File: src/rtl/dispatch_pkg.sv
package dispatch_pkg;

	localparam int NUM_PR    = 64;
	localparam int PR_W      = $clog2(NUM_PR);
	localparam int ARCH_REGS = 32;
	localparam int FL_DEPTH  = NUM_PR - ARCH_REGS; // tags not mapped after reset
	localparam int FL_W      = $clog2(FL_DEPTH);
	localparam int ROB_DEPTH = 16;
	localparam int ROB_W     = $clog2(ROB_DEPTH);

	localparam logic [4:0] ZERO_REG = 5'd0; // x0 and p0, never renamed

	// major opcodes
	localparam logic [6:0] OPC_LUI    = 7'b0110111;
	localparam logic [6:0] OPC_AUIPC  = 7'b0010111;
	localparam logic [6:0] OPC_JAL    = 7'b1101111;
	localparam logic [6:0] OPC_JALR   = 7'b1100111;
	localparam logic [6:0] OPC_BRANCH = 7'b1100011;
	localparam logic [6:0] OPC_LOAD   = 7'b0000011;
	localparam logic [6:0] OPC_STORE  = 7'b0100011;
	localparam logic [6:0] OPC_OP_IMM = 7'b0010011;
	localparam logic [6:0] OPC_OP     = 7'b0110011;
	localparam logic [6:0] OPC_SYSTEM = 7'b1110011;

	localparam logic [31:0] WFI_INST = 32'h1050_0073;

	typedef struct packed {
		logic [6:0] funct7;
		logic [4:0] rs2;
		logic [4:0] rs1;
		logic [2:0] funct3;
		logic [4:0] rd;
		logic [6:0] opcode;
	} r_fmt_t;

	typedef struct packed {
		logic [11:0] imm;
		logic [4:0]  rs1;
		logic [2:0]  funct3;
		logic [4:0]  rd;
		logic [6:0]  opcode;
	} i_fmt_t;

	typedef struct packed {
		logic [6:0] imm_hi;
		logic [4:0] rs2;
		logic [4:0] rs1;
		logic [2:0] funct3;
		logic [4:0] imm_lo; // sits where rd would be
		logic [6:0] opcode;
	} s_fmt_t;

	typedef struct packed {
		logic       imm12;
		logic [5:0] imm10_5;
		logic [4:0] rs2;
		logic [4:0] rs1;
		logic [2:0] funct3;
		logic [3:0] imm4_1;
		logic       imm11;
		logic [6:0] opcode;
	} b_fmt_t;

	typedef struct packed {
		logic [19:0] imm;
		logic [4:0]  rd;
		logic [6:0]  opcode;
	} u_fmt_t;

	typedef struct packed {
		logic       imm20;
		logic [9:0] imm10_1;
		logic       imm11;
		logic [7:0] imm19_12;
		logic [4:0] rd;
		logic [6:0] opcode;
	} j_fmt_t;

	typedef union packed {
		r_fmt_t r;
		i_fmt_t i;
		s_fmt_t s;
		b_fmt_t b;
		u_fmt_t u;
		j_fmt_t j;
	} inst_t;

	typedef enum logic [1:0] {FU_ALU, FU_BRANCH, FU_LS, FU_MULT} fu_sel_t;

	// low codes line up with funct3 of OP/OP-IMM
	typedef enum logic [3:0] {
		ALU_ADD  = 4'h0,
		ALU_SLL  = 4'h1,
		ALU_SLT  = 4'h2,
		ALU_SLTU = 4'h3,
		ALU_XOR  = 4'h4,
		ALU_SRL  = 4'h5,
		ALU_OR   = 4'h6,
		ALU_AND  = 4'h7,
		ALU_SUB  = 4'h8,
		ALU_SRA  = 4'h9,
		ALU_SB   = 4'hc, // stores keep funct3 in bits 1:0
		ALU_SH   = 4'hd,
		ALU_SW   = 4'he
	} alu_op_t;

	// conditional codes equal branch funct3
	typedef enum logic [3:0] {
		BR_BEQ    = 4'h0,
		BR_BNE    = 4'h1,
		BR_UNCOND = 4'h2,
		BR_BLT    = 4'h4,
		BR_BGE    = 4'h5,
		BR_BLTU   = 4'h6,
		BR_BGEU   = 4'h7
	} br_op_t;

	typedef enum logic [3:0] {
		LS_LB  = 4'h0,
		LS_LH  = 4'h1,
		LS_LW  = 4'h2,
		LS_LBU = 4'h4,
		LS_LHU = 4'h5
	} ls_op_t;

	typedef enum logic [3:0] {MULT_MUL, MULT_MULH, MULT_MULHSU, MULT_MULHU} mult_op_t;

	// fu_sel_t picks the member that means something
	typedef union packed {
		alu_op_t  alu;
		br_op_t   br;
		ls_op_t   ls;
		mult_op_t mult;
	} op_sel_t;

	typedef enum logic [1:0] {OPA_IS_RS1, OPA_IS_PC, OPA_IS_ZERO} opa_sel_t;

	typedef enum logic [2:0] {
		OPB_IS_RS2,
		OPB_IS_I_IMM,
		OPB_IS_S_IMM,
		OPB_IS_B_IMM,
		OPB_IS_U_IMM,
		OPB_IS_J_IMM
	} opb_sel_t;

	typedef enum logic [1:0] {RUN, DRAIN, HALTED} disp_state_t;

endpackage
File: src/rtl/rename_dispatch.sv
`timescale 1ns/1ns
module rename_dispatch (
	input  logic                           clock,
	input  logic                           rst_n,
	input  logic                           inst_valid,
	input  logic [31:0]                    inst,
	input  logic [31:0]                    pc,
	input  logic                           rs_stall,
	input  logic                           cdb_valid,
	input  logic [dispatch_pkg::PR_W-1:0]  cdb_pr,
	input  logic                           retire_valid,
	input  logic [dispatch_pkg::PR_W-1:0]  retire_old_pr,
	output logic                           stall,
	output logic                           disp_valid,
	output dispatch_pkg::fu_sel_t          fu_sel,
	output dispatch_pkg::op_sel_t          op_sel,
	output dispatch_pkg::opa_sel_t         opa_sel,
	output dispatch_pkg::opb_sel_t         opb_sel,
	output logic [dispatch_pkg::PR_W-1:0]  dest_pr,
	output logic [dispatch_pkg::PR_W-1:0]  old_pr,
	output logic [dispatch_pkg::PR_W-1:0]  src1_pr,
	output logic                           src1_ready,
	output logic [dispatch_pkg::PR_W-1:0]  src2_pr,
	output logic                           src2_ready,
	output logic [dispatch_pkg::ROB_W-1:0] rob_index,
	output logic [31:0]                    disp_pc,
	output logic                           disp_halt,
	output logic                           illegal,
	output logic                           halted
);

	dispatch_pkg::fu_sel_t  dec_fu;
	dispatch_pkg::op_sel_t  dec_op;
	dispatch_pkg::opa_sel_t dec_opa;
	dispatch_pkg::opb_sel_t dec_opb;
	logic [4:0] dec_dest, dec_reg1, dec_reg2;
	logic dec_halt, dec_illegal;

	logic [dispatch_pkg::PR_W-1:0] map_pr1, map_pr2, map_old, fl_head;
	logic map_rdy1, map_rdy2, fl_empty;
	logic [dispatch_pkg::ROB_W-1:0] rob_tail;
	logic rob_full, rob_empty, running;
	logic need_pr, accept, legal;

	inst_decoder u_decoder (
		.inst       (inst),
		.fu_sel     (dec_fu),
		.op_sel     (dec_op),
		.opa_sel    (dec_opa),
		.opb_sel    (dec_opb),
		.dest_reg   (dec_dest),
		.reg1       (dec_reg1),
		.reg2       (dec_reg2),
		.is_halt    (dec_halt),
		.is_illegal (dec_illegal)
	);

	assign need_pr = (dec_dest != dispatch_pkg::ZERO_REG);

	// structural hazards hold the instruction in fetch
	assign stall  = rs_stall | rob_full | (need_pr & fl_empty) | ~running;
	assign accept = inst_valid & ~stall;
	assign legal  = accept & ~dec_illegal; // illegal words consume nothing

	map_table u_map_table (
		.clock     (clock),
		.rst_n     (rst_n),
		.rd1_ar    (dec_reg1),
		.rd2_ar    (dec_reg2),
		.wr_en     (legal & need_pr),
		.wr_ar     (dec_dest),
		.wr_pr     (fl_head),
		.wake_en   (cdb_valid),
		.wake_pr   (cdb_pr),
		.rd1_pr    (map_pr1),
		.rd1_ready (map_rdy1),
		.rd2_pr    (map_pr2),
		.rd2_ready (map_rdy2),
		.old_pr    (map_old)
	);

	free_list u_free_list (
		.clock   (clock),
		.rst_n   (rst_n),
		.pop     (legal & need_pr),
		.push    (retire_valid && (retire_old_pr != dispatch_pkg::ZERO_REG)),
		.push_pr (retire_old_pr),
		.head_pr (fl_head),
		.empty   (fl_empty)
	);

	rob_tracker u_rob_tracker (
		.clock      (clock),
		.rst_n      (rst_n),
		.alloc      (legal), // wfi takes a slot too
		.retire     (retire_valid),
		.tail_index (rob_tail),
		.full       (rob_full),
		.empty      (rob_empty)
	);

	dispatch_ctrl u_dispatch_ctrl (
		.clock       (clock),
		.rst_n       (rst_n),
		.accept_halt (legal & dec_halt),
		.rob_empty   (rob_empty),
		.running     (running),
		.halted      (halted)
	);

	always_ff @(posedge clock) begin
		if (!rst_n) begin
			disp_valid <= 1'b0;
			illegal    <= 1'b0;
		end else begin
			disp_valid <= legal;
			illegal    <= accept & dec_illegal;
		end
	end

	// packet payload, only meaningful with disp_valid
	always_ff @(posedge clock) begin
		if (legal) begin
			fu_sel     <= dec_fu;
			op_sel     <= dec_op;
			opa_sel    <= dec_opa;
			opb_sel    <= dec_opb;
			dest_pr    <= need_pr ? fl_head : '0; // x0 stays on p0
			old_pr     <= map_old;
			src1_pr    <= map_pr1;
			src1_ready <= map_rdy1;
			src2_pr    <= map_pr2;
			src2_ready <= map_rdy2;
			rob_index  <= rob_tail;
			disp_pc    <= pc;
			disp_halt  <= dec_halt;
		end
	end

endmodule

File: src/rtl/dispatch_ctrl.sv
`timescale 1ns/1ns
module dispatch_ctrl (
	input  logic clock,
	input  logic rst_n,
	input  logic accept_halt,
	input  logic rob_empty,
	output logic running,
	output logic halted
);

	dispatch_pkg::disp_state_t state;
	dispatch_pkg::disp_state_t state_next;

	always_comb begin
		state_next = state;
		case (state)
			dispatch_pkg::RUN: begin
				if (accept_halt)
					state_next = dispatch_pkg::DRAIN;
			end
			// the wfi holds a ROB slot, so empty means it has retired
			dispatch_pkg::DRAIN: begin
				if (rob_empty)
					state_next = dispatch_pkg::HALTED;
			end
			default: state_next = dispatch_pkg::HALTED; // only reset leaves
		endcase
	end

	always_ff @(posedge clock) begin
		if (!rst_n)
			state <= dispatch_pkg::RUN;
		else
			state <= state_next;
	end

	assign running = (state == dispatch_pkg::RUN);
	assign halted  = (state == dispatch_pkg::HALTED);

endmodule

File: src/rtl/rob_tracker.sv
`timescale 1ns/1ns
module rob_tracker (
	input  logic                           clock,
	input  logic                           rst_n,
	input  logic                           alloc,
	input  logic                           retire,
	output logic [dispatch_pkg::ROB_W-1:0] tail_index,
	output logic                           full,
	output logic                           empty
);

	logic [dispatch_pkg::ROB_W:0] count; // in-flight entries

	assign full  = (count == dispatch_pkg::ROB_DEPTH);
	assign empty = (count == '0);

	always_ff @(posedge clock) begin
		if (!rst_n) begin
			tail_index <= '0;
			count      <= '0;
		end else begin
			if (alloc)
				tail_index <= tail_index + 1'b1; // wraps at ROB_DEPTH
			count <= count + alloc - retire;
		end
	end

endmodule

File: src/rtl/free_list.sv
`timescale 1ns/1ns
module free_list (
	input  logic                          clock,
	input  logic                          rst_n,
	input  logic                          pop,
	input  logic                          push,
	input  logic [dispatch_pkg::PR_W-1:0] push_pr,
	output logic [dispatch_pkg::PR_W-1:0] head_pr,
	output logic                          empty
);

	logic [dispatch_pkg::PR_W-1:0] slots [dispatch_pkg::FL_DEPTH];
	logic [dispatch_pkg::FL_W-1:0] head;
	logic [dispatch_pkg::FL_W-1:0] tail;
	logic [dispatch_pkg::FL_W:0]   count; // one extra bit to hold a full list

	assign head_pr = slots[head];
	assign empty   = (count == '0);

	always_ff @(posedge clock) begin
		if (!rst_n) begin
			head  <= '0;
			tail  <= '0; // wraps onto head when full
			count <= (dispatch_pkg::FL_W + 1)'(dispatch_pkg::FL_DEPTH);
			// tags above the architectural ones start out free
			for (int i = 0; i < dispatch_pkg::FL_DEPTH; i++)
				slots[i] <= dispatch_pkg::PR_W'(dispatch_pkg::ARCH_REGS + i);
		end else begin
			if (push) begin
				slots[tail] <= push_pr;
				tail        <= tail + 1'b1;
			end
			if (pop)
				head <= head + 1'b1;
			count <= count + push - pop; // both at once leaves it alone
		end
	end

endmodule

File: src/rtl/map_table.sv
`timescale 1ns/1ns
module map_table (
	input  logic                          clock,
	input  logic                          rst_n,
	input  logic [4:0]                    rd1_ar,
	input  logic [4:0]                    rd2_ar,
	input  logic                          wr_en,
	input  logic [4:0]                    wr_ar,
	input  logic [dispatch_pkg::PR_W-1:0] wr_pr,
	input  logic                          wake_en,
	input  logic [dispatch_pkg::PR_W-1:0] wake_pr,
	output logic [dispatch_pkg::PR_W-1:0] rd1_pr,
	output logic                          rd1_ready,
	output logic [dispatch_pkg::PR_W-1:0] rd2_pr,
	output logic                          rd2_ready,
	output logic [dispatch_pkg::PR_W-1:0] old_pr
);

	logic [dispatch_pkg::PR_W-1:0] tag_map [dispatch_pkg::ARCH_REGS];
	logic [dispatch_pkg::ARCH_REGS-1:0] ready;

	assign rd1_pr = tag_map[rd1_ar];
	assign rd2_pr = tag_map[rd2_ar];

	// same-cycle writeback counts as ready
	assign rd1_ready = ready[rd1_ar] | (wake_en && (wake_pr == tag_map[rd1_ar]));
	assign rd2_ready = ready[rd2_ar] | (wake_en && (wake_pr == tag_map[rd2_ar]));

	assign old_pr = tag_map[wr_ar]; // goes to the ROB, freed at retire

	always_ff @(posedge clock) begin
		if (!rst_n) begin
			for (int i = 0; i < dispatch_pkg::ARCH_REGS; i++) begin
				tag_map[i] <= dispatch_pkg::PR_W'(i); // identity map
				ready[i]   <= 1'b1;
			end
		end else begin
			if (wake_en) begin
				for (int i = 0; i < dispatch_pkg::ARCH_REGS; i++) begin
					if (tag_map[i] == wake_pr)
						ready[i] <= 1'b1;
				end
			end
			// new producer wins over a wakeup of the old tag
			if (wr_en) begin
				tag_map[wr_ar] <= wr_pr;
				ready[wr_ar]   <= 1'b0;
			end
		end
	end

endmodule

File: src/rtl/inst_decoder.sv
`timescale 1ns/1ns
module inst_decoder (
	input  dispatch_pkg::inst_t    inst,
	output dispatch_pkg::fu_sel_t  fu_sel,
	output dispatch_pkg::op_sel_t  op_sel,
	output dispatch_pkg::opa_sel_t opa_sel,
	output dispatch_pkg::opb_sel_t opb_sel,
	output logic [4:0]             dest_reg,
	output logic [4:0]             reg1,
	output logic [4:0]             reg2,
	output logic                   is_halt,
	output logic                   is_illegal
);

	always_comb begin
		// defaults behave like a nop with no registers touched
		fu_sel     = dispatch_pkg::FU_ALU;
		op_sel     = '0;
		opa_sel    = dispatch_pkg::OPA_IS_RS1;
		opb_sel    = dispatch_pkg::OPB_IS_RS2;
		dest_reg   = dispatch_pkg::ZERO_REG;
		reg1       = dispatch_pkg::ZERO_REG;
		reg2       = dispatch_pkg::ZERO_REG;
		is_halt    = 1'b0;
		is_illegal = 1'b0;

		casez ({inst.r.funct7, inst.r.funct3, inst.r.opcode})
			{7'b???????, 3'b???, dispatch_pkg::OPC_LUI}: begin
				op_sel.alu = dispatch_pkg::ALU_ADD;
				dest_reg   = inst.u.rd;
				opa_sel    = dispatch_pkg::OPA_IS_ZERO; // 0 + imm
				opb_sel    = dispatch_pkg::OPB_IS_U_IMM;
			end
			{7'b???????, 3'b???, dispatch_pkg::OPC_AUIPC}: begin
				op_sel.alu = dispatch_pkg::ALU_ADD;
				dest_reg   = inst.u.rd;
				opa_sel    = dispatch_pkg::OPA_IS_PC;
				opb_sel    = dispatch_pkg::OPB_IS_U_IMM;
			end
			{7'b???????, 3'b???, dispatch_pkg::OPC_JAL}: begin
				fu_sel    = dispatch_pkg::FU_BRANCH;
				op_sel.br = dispatch_pkg::BR_UNCOND;
				dest_reg  = inst.j.rd;
				opa_sel   = dispatch_pkg::OPA_IS_PC;
				opb_sel   = dispatch_pkg::OPB_IS_J_IMM;
			end
			{7'b???????, 3'b000, dispatch_pkg::OPC_JALR}: begin
				fu_sel    = dispatch_pkg::FU_BRANCH;
				op_sel.br = dispatch_pkg::BR_UNCOND;
				dest_reg  = inst.i.rd;
				reg1      = inst.i.rs1;
				opb_sel   = dispatch_pkg::OPB_IS_I_IMM;
			end
			{7'b???????, 3'b00?, dispatch_pkg::OPC_BRANCH},
			{7'b???????, 3'b1??, dispatch_pkg::OPC_BRANCH}: begin
				fu_sel    = dispatch_pkg::FU_BRANCH;
				op_sel.br = dispatch_pkg::br_op_t'({1'b0, inst.b.funct3});
				reg1      = inst.b.rs1;
				reg2      = inst.b.rs2;
				opa_sel   = dispatch_pkg::OPA_IS_PC; // target = pc + imm
				opb_sel   = dispatch_pkg::OPB_IS_B_IMM;
			end
			{7'b???????, 3'b00?, dispatch_pkg::OPC_LOAD},
			{7'b???????, 3'b010, dispatch_pkg::OPC_LOAD},
			{7'b???????, 3'b10?, dispatch_pkg::OPC_LOAD}: begin
				fu_sel    = dispatch_pkg::FU_LS;
				op_sel.ls = dispatch_pkg::ls_op_t'({1'b0, inst.i.funct3});
				dest_reg  = inst.i.rd;
				reg1      = inst.i.rs1;
				opb_sel   = dispatch_pkg::OPB_IS_I_IMM;
			end
			// stores go to the ALU for address generation
			{7'b???????, 3'b00?, dispatch_pkg::OPC_STORE},
			{7'b???????, 3'b010, dispatch_pkg::OPC_STORE}: begin
				op_sel.alu = dispatch_pkg::alu_op_t'({2'b11, inst.s.funct3[1:0]});
				reg1       = inst.s.rs1;
				reg2       = inst.s.rs2;
				opb_sel    = dispatch_pkg::OPB_IS_S_IMM;
			end
			{7'b???????, 3'b?1?, dispatch_pkg::OPC_OP_IMM},
			{7'b???????, 3'b?00, dispatch_pkg::OPC_OP_IMM},
			{7'b0000000, 3'b?01, dispatch_pkg::OPC_OP_IMM}: begin
				op_sel.alu = dispatch_pkg::alu_op_t'({1'b0, inst.i.funct3});
				dest_reg   = inst.i.rd;
				reg1       = inst.i.rs1;
				opb_sel    = dispatch_pkg::OPB_IS_I_IMM;
			end
			{7'b0100000, 3'b101, dispatch_pkg::OPC_OP_IMM}: begin
				op_sel.alu = dispatch_pkg::ALU_SRA; // srai
				dest_reg   = inst.i.rd;
				reg1       = inst.i.rs1;
				opb_sel    = dispatch_pkg::OPB_IS_I_IMM;
			end
			{7'b0000000, 3'b???, dispatch_pkg::OPC_OP}: begin
				op_sel.alu = dispatch_pkg::alu_op_t'({1'b0, inst.r.funct3});
				dest_reg   = inst.r.rd;
				reg1       = inst.r.rs1;
				reg2       = inst.r.rs2;
			end
			{7'b0100000, 3'b000, dispatch_pkg::OPC_OP},
			{7'b0100000, 3'b101, dispatch_pkg::OPC_OP}: begin
				op_sel.alu = inst.r.funct3[2] ? dispatch_pkg::ALU_SRA : dispatch_pkg::ALU_SUB;
				dest_reg   = inst.r.rd;
				reg1       = inst.r.rs1;
				reg2       = inst.r.rs2;
			end
			// M extension, multiplies only
			{7'b0000001, 3'b0??, dispatch_pkg::OPC_OP}: begin
				fu_sel      = dispatch_pkg::FU_MULT;
				op_sel.mult = dispatch_pkg::mult_op_t'({2'b00, inst.r.funct3[1:0]});
				dest_reg    = inst.r.rd;
				reg1        = inst.r.rs1;
				reg2        = inst.r.rs2;
			end
			{7'b???????, 3'b000, dispatch_pkg::OPC_SYSTEM}: begin
				if (inst == dispatch_pkg::WFI_INST)
					is_halt = 1'b1;
				else
					is_illegal = 1'b1; // ecall, ebreak and friends
			end
			default: is_illegal = 1'b1;
		endcase
	end

endmodule

File: config.mk
export PLATFORM = sky130hd
export DESIGN_NAME = rename_dispatch
export DESIGN_NICKNAME = d
export VERILOG_FILES = /design/src/rtl/dispatch_pkg.sv /design/src/rtl/rename_dispatch.sv /design/src/rtl/dispatch_ctrl.sv /design/src/rtl/rob_tracker.sv /design/src/rtl/free_list.sv /design/src/rtl/map_table.sv /design/src/rtl/inst_decoder.sv
export SDC_FILE = /design/constraint.sdc
export NUM_CORES = 1
export LEC_CHECK = 0
export BUFFER_PORTS_ARGS = -buffer_cell sky130_fd_sc_hd__buf_4
export CAP_MARGIN = 20
export CORE_MARGIN = 2
export CORE_UTILIZATION = 60
export DETAILED_ROUTE_END_ITERATION = 8
export PLACE_DENSITY = 0.88
export SLEW_MARGIN = 20
export SYNTH_ARGS = -nofsm -noshare
export SYNTH_HDL_FRONTEND = slang
export SYNTH_SLANG_ARGS = --single-unit
export TNS_END_PERCENT = 20
File: constraint.sdc
create_clock -name clock -period 28.9 [get_ports clock]
set_input_delay 8.67 -clock clock [delete_from_list [all_inputs] [get_ports clock]]
set_output_delay 8.67 -clock clock [all_outputs]
set_load 0.05 [all_outputs]
After elaboration in Yosys (flattened, before gate mapping)
Memories as Yosys holds them, arrays and structs flattened. A register that Yosys moved wholly into a read port is not among the register bits.
Index checks and enable logic that the tools add are counted.
{ "totals": {"ff_bits": 129, "ram_bits": 384, "input_bits": 82, "wordCells": 207, "mem_count": 2} }
{ "classes": {"add_sub_neg": 7, "n_lt_le_gt_ge": 4, "eq_ne": 60, "mux": 71, "bitwise_logic": 16, "reduce_logical": 26} }
{ "mem_list": {"columns": ["memory", "depth", "width", "rd", "rd_ports_with_merged_regs", "wr", "line", "rtl"], "rows": [
  ["u_free_list.slots", 32, 6, 1, 1, 32, "free_list.sv:12", "logic [dispatch_pkg::PR_W-1:0] slots [dispatch_pkg::FL_DEPTH];"],
  ["u_map_table.tag_map", 32, 6, 35, 1, 32, "map_table.sv:19", "logic [dispatch_pkg::PR_W-1:0] tag_map [dispatch_pkg::ARCH_REGS];"]
]} }
{ "ops": {"columns": ["cell", "count"], "rows": [
  ["$eq 6x6->1", 34],
  ["$mux 32", 3],
  ["$eq 17x16->1 const B", 3],
  ["$mux 1", 48],
  ["$mux 5", 7],
  ["$and 32x32->32", 1],
  ["$eq 32x29->1 const B", 1],
  ["$not 32->32", 1],
  ["$pmux 4 s6", 1],
  ["$eq 10x7->1 const B", 2],
  ["$eq 10x9->1 const B", 2],
  ["$reduce_or 19->1", 1],
  ["$lt 5x6->1 const B", 3],
  ["$eq 16x8->1 const B", 1],
  ["$eq 8x8->1 const B", 2],
  ["$reduce_or 16->1", 1],
  ["$reduce_or 8->1", 2],
  ["$eq 15x9->1 const B", 1],
  ["$pmux 3 s5", 1],
  ["$reduce_or 15->1", 1],
  ["$eq 14x6->1 const B", 1],
  ["$mux 6", 2],
  ["$reduce_or 6->1", 2],
  ["$add 5x1->5 const B", 2],
  ["39 further kinds", 61]
]} }

Depth between registers and ports, before layout
{ "logic_depth": {"ltp_word": 16, "mapped_depth": 19} }

By module
A second synthesis with hierarchy kept.
{ "hier_totals": {"cells_unflattened": 2413, "hier_area_um2": 29867.4} }
{ "modules_own_cells": {"columns": ["mod", "instances", "cells_each", "area_each_um2", "seq_area_each_um2"], "rows": [
  ["map_table", 1, 1355, 16183.0, 6406.1],
  ["free_list", 1, 790, 9979.6, 6185.9],
  ["rename_dispatch", 1, 99, 2409.8, 2262.2],
  ["inst_decoder", 1, 105, 700.7, 0.0],
  ["rob_tracker", 1, 54, 504.2, 180.2],
  ["dispatch_ctrl", 1, 10, 90.1, 40.0]
]} }

Worst setup path before layout
Ideal clock, no wire load.
{ "synth_path": {"path_type": "input to output", "from": "input port inst[27]", "to": "output port stall", "arrival_time_ps": 11128, "t_required_ps": 20230, "setup_slack_ps": 9102, "cell_stages": 6, "cell_sequence": "nor4_4 > or3b_4 > o21ai_4 > a21o_1 > o21ai_2 > o41ai_2"} }
{ "synth_via": {"elab_chain_cells": 7, "word_cells_on_any_way": 12, "cone_classes": "eq/ne: 6; mux: 1; bitwise: 3; reduce/logical: 2"} }
{ "synth_rtl": {"columns": ["element", "line", "rtl"], "rows": [
  ["start: declaration", "rename_dispatch.sv:6", "input logic [31:0] inst,"],
  ["$eq 17x16->1 (tied with other cells)", "inst_decoder.sv:27", "casez ({inst.r.funct7, inst.r.funct3, inst.r.opcode})"],
  ["$reduce_or 15->1 (no line) (*)", null, null],
  ["$mux 5 (*)", "inst_decoder.sv:27", null],
  ["$reduce_bool 5->1 (*)", "rename_dispatch.sv:58", "assign need_pr = (dec_dest != dispatch_pkg::ZERO_REG);"],
  ["$and 1x1->1 (*)", "rename_dispatch.sv:61", "assign stall = rs_stall | rob_full | (need_pr & fl_empty) | ~running;"],
  ["$or 1x1->1 (*) (2 in a row)", "rename_dispatch.sv:61", null],
  ["end: declaration", "rename_dispatch.sv:13", "output logic stall,"]
]} }
Mark *: on every way between the ends. The rest lies on a longest branch, timed or not.

Worst setup path after layout
{ "layout_path": {"from": "input port inst[3]", "to": "output port stall"} }
{ "layout_via": {"elab_chain_cells": 7, "word_cells_on_any_way": 21, "cone_classes": "eq/ne: 15; mux: 1; bitwise: 3; reduce/logical: 2"} }
{ "layout_rtl": {"columns": ["element", "line"], "rows": [
  ["$eq 17x16->1 (tied with other cells)", "inst_decoder.sv:27"],
  ["$reduce_or 15->1 (no line) (*)", null],
  ["$mux 5 (*)", "inst_decoder.sv:27"],
  ["$reduce_bool 5->1 (*)", "rename_dispatch.sv:58"],
  ["$and 1x1->1 (*)", "rename_dispatch.sv:61"],
  ["$or 1x1->1 (*) (2 in a row)", "rename_dispatch.sv:61"]
]} }
Marked as above.

==> key figures <==
Min path
  • Worst min path class: reg2reg

Synth
  • Simple-gate share of the synthesized area: 16.5%
  • Yosys top cell area share: 45.7%
  • Adder-Cell Fraction of Synth Area: 0.965%
  • Mux share of post-synthesis cell area: 11.2%
  • Asr flop ratio synth: 0%
  • Post-synth EDFFs: 458
  • Post-synthesis sequential area ratio: 50.1%
  • Main combinational cell family by area after synthesis: simple AND/OR/NAND/NOR gates
  • Syn Inst Count: 2,831
  • Count of unique library cells instantiated by Yosys: 88
  • Mapped Area: 30,100 µm²
  • Synth top area cells: edfxtp_1 (46%), mux4_2 (6.0%), dfxtp_1 (4.4%), nor2_1 (4.1%), nand2_1 (3.7%)
  • Top_reg_cell synth: edfxtp_1
  • Area leader, netlist: edfxtp_1
  • Compound-cell area share of the yosys netlist: 10.9%
  • Syn Area/Cell: 10.6 µm²
  • Xor-xnor portion of the synthesized cell area: 6.55%
  • Syn. warnings: 0
  • Synthesized flop and latch total: 524

Timing
  • Clk_skew: 17.9 ps
  • Rel. slew slack: 21.0%
  • Setup TNS: 0 ps
  • RSZ-0062 raised after global routing: no
  • Fmax: 49.4 MHz
  • Final hold viol count: 0
  • Final worst path period share: 70.1%
  • Hold_ws: 470 ps
  • Final worst-path setup slack: 8640 ps
  • Tightest Pin Transition: 1170 ps
  • Max-slew violations: 0
  • Min cycle time layout: 20,260 ps
  • # setup viols final: 0

Setup path
  • Critical path type: in2out
  • CP most frequent cell: buf_4
  • Crit path required time: 20,230 ps
  • CP arrival: 11,590 ps
  • Crit-path cells: buf_4 > and4bb_1 > nand2_1 > a211oi_1 > a21o_1 > o21ai_2 > o41ai_2 > buf_4
  • Max stage delay on crit path: 690 ps
  • CP Capture Type: output port
  • Startpoint Class: input port
  • Critical path's slowest cell: o41ai_2
  • Crit-path max FO: 12

Die
  • Die Wd: 228 µm
  • Starting Density: 60.3%
  • Die ar.: 52,000 µm²
  • I/O pin cnt: 160
  • Std-Cell Rows: 82
  • Core area: 49,900 µm²
  • Die Y: 228 µm

Layout
  • Final core utilization: 67.0%
  • ANT cells: 0
  • Non-Filler Instances: 3,578
  • Post-route cell area: 33,400 µm²
  • Reg area: 15,100 µm²
  • Fraction of layout cells with a size suffix above 1: 16.4%
  • Layout Nets: 2,972
  • Area taken by multi-input logic gates: 14,000 µm²
  • Area Overhead vs Synth: 11.1%
  • Fillers: 3,493

Outcome
  • Failing checks: design-rule violations
  • Status: finished, violations left

Route
  • Initial drt markers: 4,379
  • Antenna-violating nets left: 0
  • Drt total wl: 124 mm
  • Vias/cell: 7.40
  • Via count: 26,500
  • Total iterations of the first detailed-routing run: 9
  • DRC Markers: 1
  • Drt wl/cell: 34.6 µm

Global routing
  • First-pass GRT wire length: 178 mm
  • GRT Residual Overflow: 0
  • Initial antenna violation count: 2
  • Pin count of the biggest net entering global routing: 66
  • All-Layer GR Usage: 46.8%
  • Vias in the first global route: 25,600

Clocking
  • CTS Root Cell: clkbuf_16
  • Postcts setup bufs: 0
  • # H-tree levels: 2
  • Worst-path clk slew: 60 ps
  • Insertion delay to the later sink of the worst-skew pair: 620 ps
  • Number of CTS-inserted buffers: 52
  • CTS tree: built
  • CTS-repair resized insts: 0
  • # hold bufs at CTS: 0
  • Bufs on Longest Clock Path: 3
  • Clock sinks: 524

Pwr
  • VDD IR max: 59.1 µV
  • Total power: 1.74 mW
  • Leakage: 10.9 nW
  • PwrDens: 51.9 nW/µm²

Flow run
  • MaxCap Viol Count: 0

Placed design
  • Routability congestion estimate: 1.10
  • Place WS: 8700 ps
  • Buffers on Ports: 159
  • Post-DP HPWL: 82.8 mm
  • # placed instances: 3,486
  • Placed Instance Area: 31,800 µm²
cells in the final DEF (no fill, tap or decap), drive strengths merged, types with 80 or more instances in the layout:
cell type,n
a21oi,108
buf,222
edfxtp,458
mux2i,94
mux4,80
nand2,301
nor2,326
nor3,116
o21ai,110
xnor2,108
xor2,117
kinds of logic (layout without fill, tap and decap cells):
logic type / count (synthesis) / in the layout
xor+xnor: 225 / 225
simple gates: 1065 / 1065
buf+inv: 290 / 360
compound gates: 474 / 474
other cells: 1 / 6
fa+ha+maj: 22 / 22
mux: 230 / 230
flops: 524 / 524
critical path, delay by kind of cell:
kind | cells | cell delay (ps)
compound gates | 4 | 1680
simple gates | 2 | 760
buf+inv | 2 | 460
sequential cells by signal (all words and copies together) (netlist names), 5 cells and up, named ones only:
register / cells
dest_pr: 6
disp_pc: 32
old_pr: 6
src1_pr: 6
src2_pr: 6
u_free_list.count: 6
u_free_list.head: 5
u_free_list.slots: 192
u_free_list.tail: 5
u_map_table.ready: 32
u_map_table.tag_map: 192
u_rob_tracker.count: 5
power by group:
group          internal [mW]  switching, mW
Sequential             0.838         0.0198
Clock                  0.363          0.303
Combinational         0.0701          0.142
synth_stat cells (7+ instances only):
cell type    n
a2111oi_0    7
o2111ai_1   10
nand2b_1    12
or3_1       78
o22ai_1     24
dfxtp_1     66
o221ai_1    32
a21oi_1    107
a221oi_1    21
ha_1        20
nor2_1     326
clkbuf_1   186
nor2b_1     11
a31oi_1     10
nor4_1      44
nand4_1     47
xor2_1     117
a221o_1     12
o21ai_0     98
edfxtp_1   458
o31a_1      13
and2_1      42
o211ai_1    10
mux4_2      80
nand3_1     47
xnor2_1    108
nor3_1     116
inv_1       41
a211oi_1    50
buf_1       37
and3_1      13
mux2i_1     94
nand2_1    300
a21o_1       9
mux2_2      56
buf_2       17
a311oi_1     7
a211o_1      9
worst paths after layout:
path	slack (ps)	startpoint	cells past startpoint	endpoint
setup / recovery	8640	inst[3]	8	stall
hold / removal	470	u_rob_tracker.tail_index[3]$_SDFFE_PN0N_	0	rob_index[3]$_DFFE_PN_
setup reg to reg	24440	u_rob_tracker.count[2]$_SDFF_PN0_	9	u_map_table.tag_map[1][2]$_SDFFCE_PN0P_
hold reg to reg	470	u_rob_tracker.tail_index[3]$_SDFFE_PN0N_	0	rob_index[3]$_DFFE_PN_
area by class of cell:
type	count	share of cell area (%)
clock buffers	65	4.20
flip-flops and latches	524	45.1
multi-input cells	2022	42.0
clock inverters	27	0.685
inverters	46	0.517
well taps	672	2.52
repair buffers	222	4.99
layer usage:
metal  up-vias  GRT usage, %  routed length [µm]
li1      10600             -                   -
met1     12700          57.8               41400
met2      2606          74.3               56100
met3       624          11.7               16200
met4         4          29.1               10200
met5         -             0                  23
Power figures use the tool's default switching activity.
